$ cat src/mboxClkPkg.sv
package mboxClkPkg;

  // Diagnostic bus widths
  localparam int DS_W    = 3;
  localparam int NIB_W   = 4;
  localparam int RD_W    = 6;
  // Burst counter and rate select widths
  localparam int BURST_W = 8;
  localparam int RATE_W  = 2;

  // Control functions, decoded under diagCtl
  localparam logic [DS_W-1:0] FN_STOP      = 3'd0;
  localparam logic [DS_W-1:0] FN_START     = 3'd1;
  localparam logic [DS_W-1:0] FN_STEP      = 3'd2;
  // Codes 3 and 4 are spare
  localparam logic [DS_W-1:0] FN_BURST     = 3'd5;
  localparam logic [DS_W-1:0] FN_CLR_RESET = 3'd6;
  localparam logic [DS_W-1:0] FN_SET_RESET = 3'd7;

  // Load functions under diagLd, 042 through 045 on the board
  localparam logic [DS_W-1:0] LD_BURST_LO  = 3'd2;
  localparam logic [DS_W-1:0] LD_BURST_HI  = 3'd3;
  localparam logic [DS_W-1:0] LD_RATE      = 3'd4;
  localparam logic [DS_W-1:0] LD_DIS       = 3'd5;

  // Read-back select codes under diagRead
  localparam logic [DS_W-1:0] RD_STATUS    = 3'd0;
  localparam logic [DS_W-1:0] RD_COUNT_LO  = 3'd1;
  localparam logic [DS_W-1:0] RD_COUNT_HI  = 3'd2;
  localparam logic [DS_W-1:0] RD_FLAGS     = 3'd3;

  // Section disable flags as they sit in the 045 nibble
  typedef struct packed {
    logic spare;
    logic crmDis;
    logic edpDis;
    logic ctlDis;
  } disFlags;

  // Load data nibble, raw for counter and rate, flags for 045
  typedef union packed {
    logic [NIB_W-1:0] raw;
    disFlags          flags;
  } loadNibble;

endpackage

$ cat src/burstCounter.sv
`timescale 1ns/1ps

module burstCounter import mboxClkPkg::*; #(
  parameter int BURST_W = 8
) (
  input  logic               MBOX_CLK,
  input  logic               CLK,
  input  logic               ldBurstLo,
  input  logic               ldBurstHi,
  input  loadNibble          dataIn,
  input  logic               countEn,
  output logic [BURST_W-1:0] count,
  output logic               burstZero
);

  // Bits above the low nibble, loaded by 043
  localparam int HI_W = BURST_W - NIB_W;

  // Terminal count, shared by run control and read-back
  assign burstZero = (count == '0);

  // Loads take priority over counting
  always_ff @(posedge MBOX_CLK or posedge CLK) begin
    if (CLK) begin
      count <= '0;
    end else if (ldBurstLo) begin
      count[NIB_W-1:0] <= dataIn.raw;
    end else if (ldBurstHi) begin
      count[BURST_W-1:NIB_W] <= dataIn.raw[HI_W-1:0];
    end else if (countEn && !burstZero) begin
      // One step down per enabled burst tick
      count <= count - 1'b1;
    end
  end

endmodule

$ cat src/clkConfigRegs.sv
`timescale 1ns/1ps

module clkConfigRegs import mboxClkPkg::*; (
  input  logic              MBOX_CLK,
  input  logic              CLK,
  input  logic              ldRate,
  input  logic              ldDis,
  input  loadNibble         dataIn,
  output logic [RATE_W-1:0] rateSel,
  output logic              crmDis,
  output logic              edpDis,
  output logic              ctlDis
);

  // Rate select, function 044
  // Source select bits of the board are not kept
  always_ff @(posedge MBOX_CLK or posedge CLK) begin
    if (CLK) begin
      rateSel <= '0;
    end else if (ldRate) begin
      rateSel <= dataIn.raw[RATE_W-1:0];
    end
  end

  // Section disables, function 045
  always_ff @(posedge MBOX_CLK or posedge CLK) begin
    if (CLK) begin
      crmDis <= 1'b0;
      edpDis <= 1'b0;
      ctlDis <= 1'b0;
    end else if (ldDis) begin
      crmDis <= dataIn.flags.crmDis;
      edpDis <= dataIn.flags.edpDis;
      ctlDis <= dataIn.flags.ctlDis;
    end
  end

endmodule

$ cat src/diagFuncDecode.sv
`timescale 1ns/1ps

module diagFuncDecode import mboxClkPkg::*; (
  input  logic            MBOX_CLK,
  input  logic            CLK,
  input  logic            diagCtl,
  input  logic            diagLd,
  input  logic [DS_W-1:0] ds,
  output logic            fnStart,
  output logic            fnStop,
  output logic            fnStep,
  output logic            fnBurst,
  output logic            ldBurstLo,
  output logic            ldBurstHi,
  output logic            ldRate,
  output logic            ldDis,
  output logic            mrReset
);

  // Reset functions stay local, they only steer the MR flop
  logic fnClrReset;
  logic fnSetReset;

  // One-hot decode, valid only in the strobe cycle
  always_comb begin
    fnStart    = 1'b0;
    fnStop     = 1'b0;
    fnStep     = 1'b0;
    fnBurst    = 1'b0;
    fnClrReset = 1'b0;
    fnSetReset = 1'b0;
    ldBurstLo  = 1'b0;
    ldBurstHi  = 1'b0;
    ldRate     = 1'b0;
    ldDis      = 1'b0;
    if (diagCtl) begin
      case (ds)
        FN_STOP:      fnStop     = 1'b1;
        FN_START:     fnStart    = 1'b1;
        FN_STEP:      fnStep     = 1'b1;
        FN_BURST:     fnBurst    = 1'b1;
        FN_CLR_RESET: fnClrReset = 1'b1;
        FN_SET_RESET: fnSetReset = 1'b1;
        default: ;
      endcase
    end
    // Loads 040, 041, 046 and 047 have no target here
    if (diagLd) begin
      case (ds)
        LD_BURST_LO: ldBurstLo = 1'b1;
        LD_BURST_HI: ldBurstHi = 1'b1;
        LD_RATE:     ldRate    = 1'b1;
        LD_DIS:      ldDis     = 1'b1;
        default: ;
      endcase
    end
  end

  // Master reset flop, set and cleared by diagnostic functions
  always_ff @(posedge MBOX_CLK or posedge CLK) begin
    if (CLK) begin
      mrReset <= 1'b0;
    end else if (fnSetReset) begin
      mrReset <= 1'b1;
    end else if (fnClrReset) begin
      mrReset <= 1'b0;
    end
  end

endmodule

$ cat src/diagReadback.sv
`timescale 1ns/1ps

module diagReadback import mboxClkPkg::*; #(
  parameter int BURST_W = 8
) (
  input  logic               diagRead,
  input  logic [DS_W-1:0]    ds,
  input  logic [BURST_W-1:0] count,
  input  logic               burstZero,
  input  logic               runMode,
  input  logic               burstMode,
  input  logic               mrReset,
  input  logic [RATE_W-1:0]  rateSel,
  input  logic               crmDis,
  input  logic               edpDis,
  input  logic               ctlDis,
  input  logic               eboxClkEn,
  output logic [RD_W-1:0]    dataOut,
  output logic               dataDrive
);

  // Count spread over two read words, low six then top two
  logic [RD_W+1:0] countExt;

  assign countExt  = (RD_W+2)'(count);
  // Bus is driven only in the read cycle
  assign dataDrive = diagRead;

  always_comb begin
    dataOut = '0;
    if (diagRead) begin
      case (ds)
        RD_STATUS:   dataOut = {burstZero, runMode, burstMode, mrReset, rateSel};
        RD_COUNT_LO: dataOut = countExt[RD_W-1:0];
        RD_COUNT_HI: dataOut = {countExt[RD_W+1:RD_W], {(RD_W-2){1'b0}}};
        RD_FLAGS:    dataOut = {crmDis, edpDis, ctlDis, eboxClkEn, {(RD_W-4){1'b0}}};
        // Selects 4 to 7 read as zero
        default:     dataOut = '0;
      endcase
    end
  end

endmodule

$ cat src/mboxClkTop.sv
`timescale 1ns/1ps

module mboxClkTop import mboxClkPkg::*; (
  input  logic             MBOX_CLK,
  input  logic             CLK,
  input  logic             diagCtl,
  input  logic             diagLd,
  input  logic             diagRead,
  input  logic [DS_W-1:0]  ds,
  input  logic [NIB_W-1:0] dataIn,
  output logic [RD_W-1:0]  dataOut,
  output logic             dataDrive,
  output logic             eboxClkEn,
  output logic             crmClkEn,
  output logic             edpClkEn,
  output logic             ctlClkEn
);

  // Function pulses from the decoder
  logic fnStart;
  logic fnStop;
  logic fnStep;
  logic fnBurst;
  logic ldBurstLo;
  logic ldBurstHi;
  logic ldRate;
  logic ldDis;
  logic mrReset;

  // Configuration state
  logic [RATE_W-1:0] rateSel;
  logic              crmDis;
  logic              edpDis;
  logic              ctlDis;

  // Run control and burst counter state
  logic               runMode;
  logic               burstMode;
  logic               countEn;
  logic [BURST_W-1:0] count;
  logic               burstZero;

  diagFuncDecode diagFuncDecode (
    .MBOX_CLK(MBOX_CLK), .CLK(CLK), .diagCtl(diagCtl), .diagLd(diagLd), .ds(ds),
    .fnStart(fnStart), .fnStop(fnStop), .fnStep(fnStep), .fnBurst(fnBurst),
    .ldBurstLo(ldBurstLo), .ldBurstHi(ldBurstHi), .ldRate(ldRate), .ldDis(ldDis),
    .mrReset(mrReset)
  );

  clkConfigRegs clkConfigRegs (
    .MBOX_CLK(MBOX_CLK), .CLK(CLK), .ldRate(ldRate), .ldDis(ldDis), .dataIn(dataIn),
    .rateSel(rateSel), .crmDis(crmDis), .edpDis(edpDis), .ctlDis(ctlDis)
  );

  burstCounter #(.BURST_W(BURST_W)) burstCounter (
    .MBOX_CLK(MBOX_CLK), .CLK(CLK), .ldBurstLo(ldBurstLo), .ldBurstHi(ldBurstHi),
    .dataIn(dataIn), .countEn(countEn), .count(count), .burstZero(burstZero)
  );

  runControl runControl (
    .MBOX_CLK(MBOX_CLK), .CLK(CLK), .fnStart(fnStart), .fnStop(fnStop),
    .fnStep(fnStep), .fnBurst(fnBurst), .mrReset(mrReset), .rateSel(rateSel),
    .burstZero(burstZero), .crmDis(crmDis), .edpDis(edpDis), .ctlDis(ctlDis),
    .runMode(runMode), .burstMode(burstMode), .countEn(countEn),
    .eboxClkEn(eboxClkEn), .crmClkEn(crmClkEn), .edpClkEn(edpClkEn), .ctlClkEn(ctlClkEn)
  );

  diagReadback #(.BURST_W(BURST_W)) diagReadback (
    .diagRead(diagRead), .ds(ds), .count(count), .burstZero(burstZero),
    .runMode(runMode), .burstMode(burstMode), .mrReset(mrReset), .rateSel(rateSel),
    .crmDis(crmDis), .edpDis(edpDis), .ctlDis(ctlDis), .eboxClkEn(eboxClkEn),
    .dataOut(dataOut), .dataDrive(dataDrive)
  );

endmodule

$ cat src/runControl.sv
`timescale 1ns/1ps

module runControl import mboxClkPkg::*; (
  input  logic              MBOX_CLK,
  input  logic              CLK,
  input  logic              fnStart,
  input  logic              fnStop,
  input  logic              fnStep,
  input  logic              fnBurst,
  input  logic              mrReset,
  input  logic [RATE_W-1:0] rateSel,
  input  logic              burstZero,
  input  logic              crmDis,
  input  logic              edpDis,
  input  logic              ctlDis,
  output logic              runMode,
  output logic              burstMode,
  output logic              countEn,
  output logic              eboxClkEn,
  output logic              crmClkEn,
  output logic              edpClkEn,
  output logic              ctlClkEn
);

  // Longest period is 2^(2^RATE_W - 1) cycles
  localparam int DIV_W = (1 << RATE_W) - 1;

  logic [DIV_W-1:0] divCnt;
  logic [DIV_W-1:0] divLast;
  logic             restart;
  logic             tick;
  logic             halt;
  logic             stepReq;
  logic             fire;

  // Divider wraps after 2^rateSel cycles
  assign divLast = DIV_W'((32'd1 << rateSel) - 32'd1);
  assign tick    = (divCnt == divLast);
  // Any go function realigns the divider
  assign restart = fnStart | fnBurst | fnStep;
  assign halt    = fnStop | mrReset;

  // Tick decision, held off for the whole master reset
  assign fire    = tick & ~mrReset & (runMode | (burstMode & ~burstZero) | stepReq);
  assign countEn = fire & burstMode & ~burstZero;

  always_ff @(posedge MBOX_CLK or posedge CLK) begin
    if (CLK) begin
      divCnt <= '0;
    end else if (restart || tick) begin
      divCnt <= '0;
    end else begin
      divCnt <= divCnt + 1'b1;
    end
  end

  // Run and burst latches plus single-step request
  always_ff @(posedge MBOX_CLK or posedge CLK) begin
    if (CLK) begin
      runMode   <= 1'b0;
      burstMode <= 1'b0;
      stepReq   <= 1'b0;
    end else if (halt) begin
      runMode   <= 1'b0;
      burstMode <= 1'b0;
      stepReq   <= 1'b0;
    end else begin
      if (fnStart) begin
        runMode <= 1'b1;
      end
      // Burst drops once the counter has run out
      if (fnBurst) begin
        burstMode <= 1'b1;
      end else if (burstMode && burstZero) begin
        burstMode <= 1'b0;
      end
      // A pending step is used up by its tick
      if (fnStep) begin
        stepReq <= 1'b1;
      end else if (tick) begin
        stepReq <= 1'b0;
      end
    end
  end

  // Registered enables, one cycle after the tick decision
  always_ff @(posedge MBOX_CLK or posedge CLK) begin
    if (CLK) begin
      eboxClkEn <= 1'b0;
      crmClkEn  <= 1'b0;
      edpClkEn  <= 1'b0;
      ctlClkEn  <= 1'b0;
    end else begin
      eboxClkEn <= fire;
      crmClkEn  <= fire & ~crmDis;
      edpClkEn  <= fire & ~edpDis;
      ctlClkEn  <= fire & ~ctlDis;
    end
  end

endmodule

$ cat config.mk
export PLATFORM = sky130hd
export DESIGN_NAME = mboxClkTop
export DESIGN_NICKNAME = d
export VERILOG_FILES = /design/src/mboxClkPkg.sv /design/src/burstCounter.sv /design/src/clkConfigRegs.sv /design/src/diagFuncDecode.sv /design/src/diagReadback.sv /design/src/mboxClkTop.sv /design/src/runControl.sv
export SDC_FILE = /design/constraint.sdc
export NUM_CORES = 1
export LEC_CHECK = 0
export BUFFER_PORTS_ARGS = -buffer_cell sky130_fd_sc_hd__buf_2
export CAP_MARGIN = 40
export CORE_UTILIZATION = 50
export DETAILED_ROUTE_END_ITERATION = 16
export PLACE_DENSITY = 0.81
export RECOVER_POWER = 25
export SETUP_SLACK_MARGIN = 0.1
export SLEW_MARGIN = 25
export SYNTH_ARGS = -nofsm -noshare
export SYNTH_HDL_FRONTEND = slang
export SYNTH_SLANG_ARGS = --single-unit
$ cat constraint.sdc
create_clock -name MBOX_CLK -period 2.01 [get_ports MBOX_CLK]
set_input_delay 0.402 -clock MBOX_CLK [delete_from_list [all_inputs] [get_ports MBOX_CLK]]
set_output_delay 0.402 -clock MBOX_CLK [all_outputs]
set_load 0.005 [all_outputs]
* Word level (Yosys, flattened, before mapping)
Index checks and enable logic that the tools add are counted.
** Cells by class
- $add $sub $neg :: 3
- Multipliers :: 0
- Div/mod/pow operators :: 0
- Order comparisons :: 0
- Equality and inequality tests :: 9
- Shift operators :: 1
- Multiplexer cells :: 35
- Bitwise gates (word level) :: 19
- Reduce and logical (&&, ||, !) cells :: 14
** Operators by type and width (number)
- $mux 1 :: 28
- $pmux 6 s4 :: 1
- $eq 3x3->1 const B :: 4
- $mux 4 :: 3
- $and 1x1->1 :: 8
- $logic_not 8->1 :: 1
- $mux 8 :: 1
- $reduce_bool 2->1 :: 4
- $sub 8x1->8 const B :: 1
- $eq 3x2->1 const B :: 2
- $mux 6 :: 1
- $not 1->1 :: 6
- $reduce_bool 3->1 :: 2
- $or 1x1->1 :: 5
- $reduce_and 2->1 :: 2
- $add 3x1->3 const B :: 1
- $eq 3x1->1 const B :: 1
- $eq 3x3->1 :: 1
- $logic_not 3->1 :: 1
- $mux 3 :: 1
- $shl 1x2->3 const A :: 1
- $sub 3x1->3 const B :: 1
- $logic_and 1x1->1 :: 2
- $ne 2x1->1 const B :: 1
- other kinds (2) :: 2
** Word-level totals
- Flip-flop bits (word level) :: 24
- Bits in latches :: 0
- Memory bits (writable) :: 0
- Bits in read-only memories :: 0
- Output and inout port bits :: 11
- Word-level logic and storage cells :: 96
- Memories :: 0

* Depth between registers and ports, before layout
- Depth after elaboration :: 12
- Depth in mapped cells :: 7

* Modules after synthesis
Synthesis repeated with hierarchy kept, for this count alone.
** Unflattened totals
- Cells, all modules :: 154
- Area, all modules :: 1520.2 sq um
** Modules (own cells, without submodules)
- burstCounter :: times used 1, cells an instance 66, area an instance 568.0 sq um, sequential area each 200.2 sq um
- runControl :: times used 1, cells an instance 43, area an instance 461.7 sq um, sequential area each 250.2 sq um
- clkConfigRegs :: times used 1, cells an instance 11, area an instance 185.2 sq um, sequential area each 125.1 sq um
- diagReadback :: times used 1, cells an instance 18, area an instance 173.9 sq um, sequential area each 0.0 sq um
- diagFuncDecode :: times used 1, cells an instance 16, area an instance 131.4 sq um, sequential area each 25.0 sq um

* Worst setup path before layout
Ideal clock, no wire load.
- Path kind :: reg-to-output
- Start :: register burstCounter.count[0]
- End :: output port dataOut[5]
- Arrival time :: 1815 ps
- Required time :: 1608 ps
- Setup slack :: -207 ps
- Stages on the path, launching flop included :: 7
- Buffers on the path :: 0
- Cell sequence :: dfrtp_1 -> inv_1 -> ha_1 -> or4b_4 -> nor4_4 -> mux4_2 -> nor2b_1
** On the way
- Word-level cells in the longest chain between the ends :: 3
** Ends and longest elaborated chain
- start, declared :: RTL line burstCounter.sv:12 : output logic [BURST_W-1:0] count,
- start signal, assigned by index :: RTL line burstCounter.sv:27 : count[NIB_W-1:0] <= dataIn.raw;
- start signal, assigned by index :: RTL line burstCounter.sv:29 : count[BURST_W-1:NIB_W] <= dataIn.raw[HI_W-1:0];
- start signal, assigned :: RTL line burstCounter.sv:32 : count <= count - 1'b1;
- $logic_not 8->1 :: RTL line burstCounter.sv:20 : assign burstZero = (count == '0);
- $pmux 6 s4 :: RTL line diagReadback.sv:32 : case (ds)
- $mux 6 :: RTL line diagReadback.sv:31 : if (diagRead) begin
- end, declared :: RTL line mboxClkTop.sv:11 : output logic [RD_W-1:0] dataOut,
Every way passes these cells.

* Worst setup path in the final report
- Start :: register burstCounter.count[1]
- End :: output port dataOut[5]
The elaborated chain is that of the path after synthesis.

==> flow_summary_export.csv <==
group,metric,value,unit
route,wl_per_cell,17.1,um
timing,final.min_clock_period,2.55,ns
setup_path,crit_path_end_kind,"output pin",
synth,synth-xor-area-share,0.0117,
timing,slew_violations,0,
synth,synthArstFlopShare,1.00,
cts,cts_root_buffer,"clkbuf_4",
cts,cts_tree,"built",
synth,muxShareOfSynthArea,0.101,
pwr,p_per_area,1050,nW/um^2
synth,synth_nets,167,
cts,clock_latency,0.33,ns
finish,area_delta_synth_final,35.3,%
placement,post-dp-hpwl,2640,um
placement,port_buffers,22,
setup_path,required,1.61,ns
grt,grt_usage,0.247,
setup_path,worstPathMaxFanout,2,
setup_path,arrival,2.15,ns
route,wirelength,4060,um
placement,dpl_cell_area,1750,um^2
timing,setup_tns,-3.83,ns
grt,grt_pass1_wl,6060,um
grt,antenna_found_initial,0,
floorplan,core_area,2780,um^2
timing,fmax,392,MHz
hold_path,hp-class,"in -> reg",
timing,setup_slack,-0.542,ns
synth,yosysSeqAreaShare,0.402,
setup_path,slowest_stage,"or4b_4",
cts,htreeDepth,1,
cts,clockBufferDepth,2,
route,remaining_drc_errors,0,
setup_path,path_cells,"inv_2, ha_4, or4b_4, nor4_4, mux4_2, nor2b_1, buf_2",
floorplan,chipHeight,56.6,um
timing,slew_headroom,0.124,
grt,grt_pass1_vias,1350,
timing,finalCritPeriodShare,1.27,
setup_path,crit_type,"reg -> out",
floorplan,die-width,56.6,um
route,final_antenna_net_count,0,
finish,nets,221,
cts,cts_buffers,3,
route,first_iter_violations,79,
synth,synth_most_common_cell,"dfrtp_1",
finish,seq_area,602,um^2
synth,synth_top_family_by_area,"simple AND/OR/NAND/NOR gates",
timing,fin_skew,0.00448,ns
synth,synthAdderAreaFrac,0.0168,
route,firstDrtPassIters,5,
finish,multi_input_area,912,um^2
floorplan,initial_utilization,0.537,
cts,clkTransAtPathRegs,0.14,ns
run_status,status,"finished with violations",
floorplan,rows,19,
finish,final_cell_area,2020,um^2
grt,grt_max_degree,25,
synth,synth_cell_types,47,
placement,gp_congestion,0.880,
finish,antenna_cells,0,
finish,utilization,0.726,
route,via_per_inst,6.27,
synth,yosysWarningCount,0,
timing,tightest_slew,1.31,ns
synth,netlist_instances,153,
setup_path,slowest_delay,0.49,ns
timing,finalHoldViolCount,0,
synth,synthTopCellsByArea,"dfrtp_1, nor2_1, nand2_1, mux2_2, mux2i_1",
synth,synth_compound_area_frac,0.154,
synth,synth-edff-count,0,
setup_path,critPathLaunchType,"flip-flop",
run_status,violations,"negative setup slack",
timing,setup_viol,10,
synth,synthTopCellsByCount,"dfrtp_1, nor2_1, nand2_1",
timing,rsz0062_at_grt,"true",
synth,yosys_register_bits,24,
floorplan,io_pins,23,
pwr,p_leak,0.920,nW
pwr,irDropWorstVdd,0.757,mV
flow_run,maxCapViolCount,0,
synth,synth_simple_gate_area_frac,0.277,
finish,drive_gt1_frac,0.422,
cts,clock_sinks,24,
floorplan,die-area,3210,um^2
synth,post_synth.cell_area_avg,9.76,um^2
finish,n_fill_cell,181,
synth,synth_top_area_frac,0.402,
synth,syn_area,1490,um^2
synth,yosysTopAreaCell,"dfrtp_1",
grt,grt_overflow,0,
route,num_vias,1486,
synth,synth_ff_type,"dfrtp_1",
==> layer usage <==
metal,global-route usage,vias up,part of all wire
met1,0.309,730,0.39
li1,-,662,-
met4,0.122,0,0.014
met2,0.418,87,0.52
met3,0.0300,7,0.076
met5,0,-,0
==> worst max-delay path, delay by kind of cell, from the launching register on <==
family / cells / cell delay (ns)
adder cells (fa/ha/maj): 1 / 0.13
buffers and inverters: 2 / 0.19
flip-flops: 1 / 0.43
multiplexers: 1 / 0.27
AND/OR/NAND/NOR: 3 / 0.79
==> state kept, by name, summed over array words and instances (netlist names) <==
name / count
runControl.stepReq: 1
clkConfigRegs.edpDis: 1
runControl.divCnt: 3
clkConfigRegs.crmDis: 1
burstCounter.count: 8
runControl.runMode: 1
runControl.crmClkEn: 1
runControl.eboxClkEn: 1
clkConfigRegs.rateSel: 2
clkConfigRegs.ctlDis: 1
runControl.ctlClkEn: 1
runControl.edpClkEn: 1
diagFuncDecode.mrReset: 1
runControl.burstMode: 1
==> power breakdown <==
group          internal [mW]  leakage (nW)  total, mW  switching, mW
Clock                  0.202        0.0279      0.363          0.161
Sequential             0.612         0.303      0.775          0.163
Combinational          0.533         0.589      0.983          0.450
Total                   1.35         0.920       2.12          0.774
==> placed cells by master (no fill, tap or decap), types with 5 or more instances in the layout <==
cell,n
buf_4,24
buf_6,9
nand2_1,16
dfrtp_1,23
mux2_2,5
mux2i_1,5
nor2_1,16
buf_2,22
nor2b_1,5
nand3_1,5
==> timing repair <==
item                       CTS  global route
hold buffers                 0             0
buffers inserted             5            11
resized for setup            4            26
pin swaps                    1            11
setup endpoints to repair   11            16
==> cells by family (layout without fill, tap and decap cells) <==
group	Yosys count	count (layout)
fa+ha+maj	2	2
xor+xnor	2	2
compound gates	27	27
flops	24	24
buf+inv	12	65
mux	12	12
simple gates	74	74
==> through the flow <==
| stage | setup WS (ns) | hold WS (ns) | power (mW) | instances |
|---|---|---|---|---|
| 2_1_floorplan | -0.207 | 0.414 | 1.23 | 153 |
| 3_3_place_gp | -0.0806 | 0.432 | 1.49 | 218 |
| 3_5_place_dp | -0.109 | 0.436 | 1.53 | 218 |
| 4_1_cts | -0.518 | 0.0891 | 1.93 | 226 |
| 5_1_grt | -0.620 | 0.317 | 2.23 | 237 |
| 6_report | -0.542 | 0.290 | 2.12 | 237 |
==> path summary, 6_finish.rpt <==
check | end | cells past startpoint | slack [ns] | start
min in group asynchronous | runControl.ctlClkEn$_DFF_PP0_ | 3 | 0.47 | CLK
max in group asynchronous | burstCounter.count[6]$_DFFE_PP0P_ | 3 | 0.68 | CLK
max reg2reg | burstCounter.count[4]$_DFFE_PP0P_ | 12 | -0.49 | burstCounter.count[1]$_DFFE_PP0P_
min reg2reg | runControl.edpClkEn$_DFF_PP0_ | 1 | 0.46 | clkConfigRegs.edpDis$_DFFE_PP0P_
max | dataOut[5] | 7 | -0.54 | burstCounter.count[1]$_DFFE_PP0P_
min | burstCounter.count[3]$_DFFE_PP0P_ | 3 | 0.29 | dataIn[3]
==> final cells by class <==
| cell class | instances | area share |
|---|---|---|
| clock inverter | 1 | 0.0149 |
| timing repair buffer | 56 | 0.196 |
| sequential | 24 | 0.298 |
| clock buffer | 3 | 0.0112 |
| tap | 31 | 0.0192 |
| multi-input combinational | 117 | 0.452 |
| inverter | 5 | 0.00929 |
Note: power is estimated with default switching activity, not from simulation.
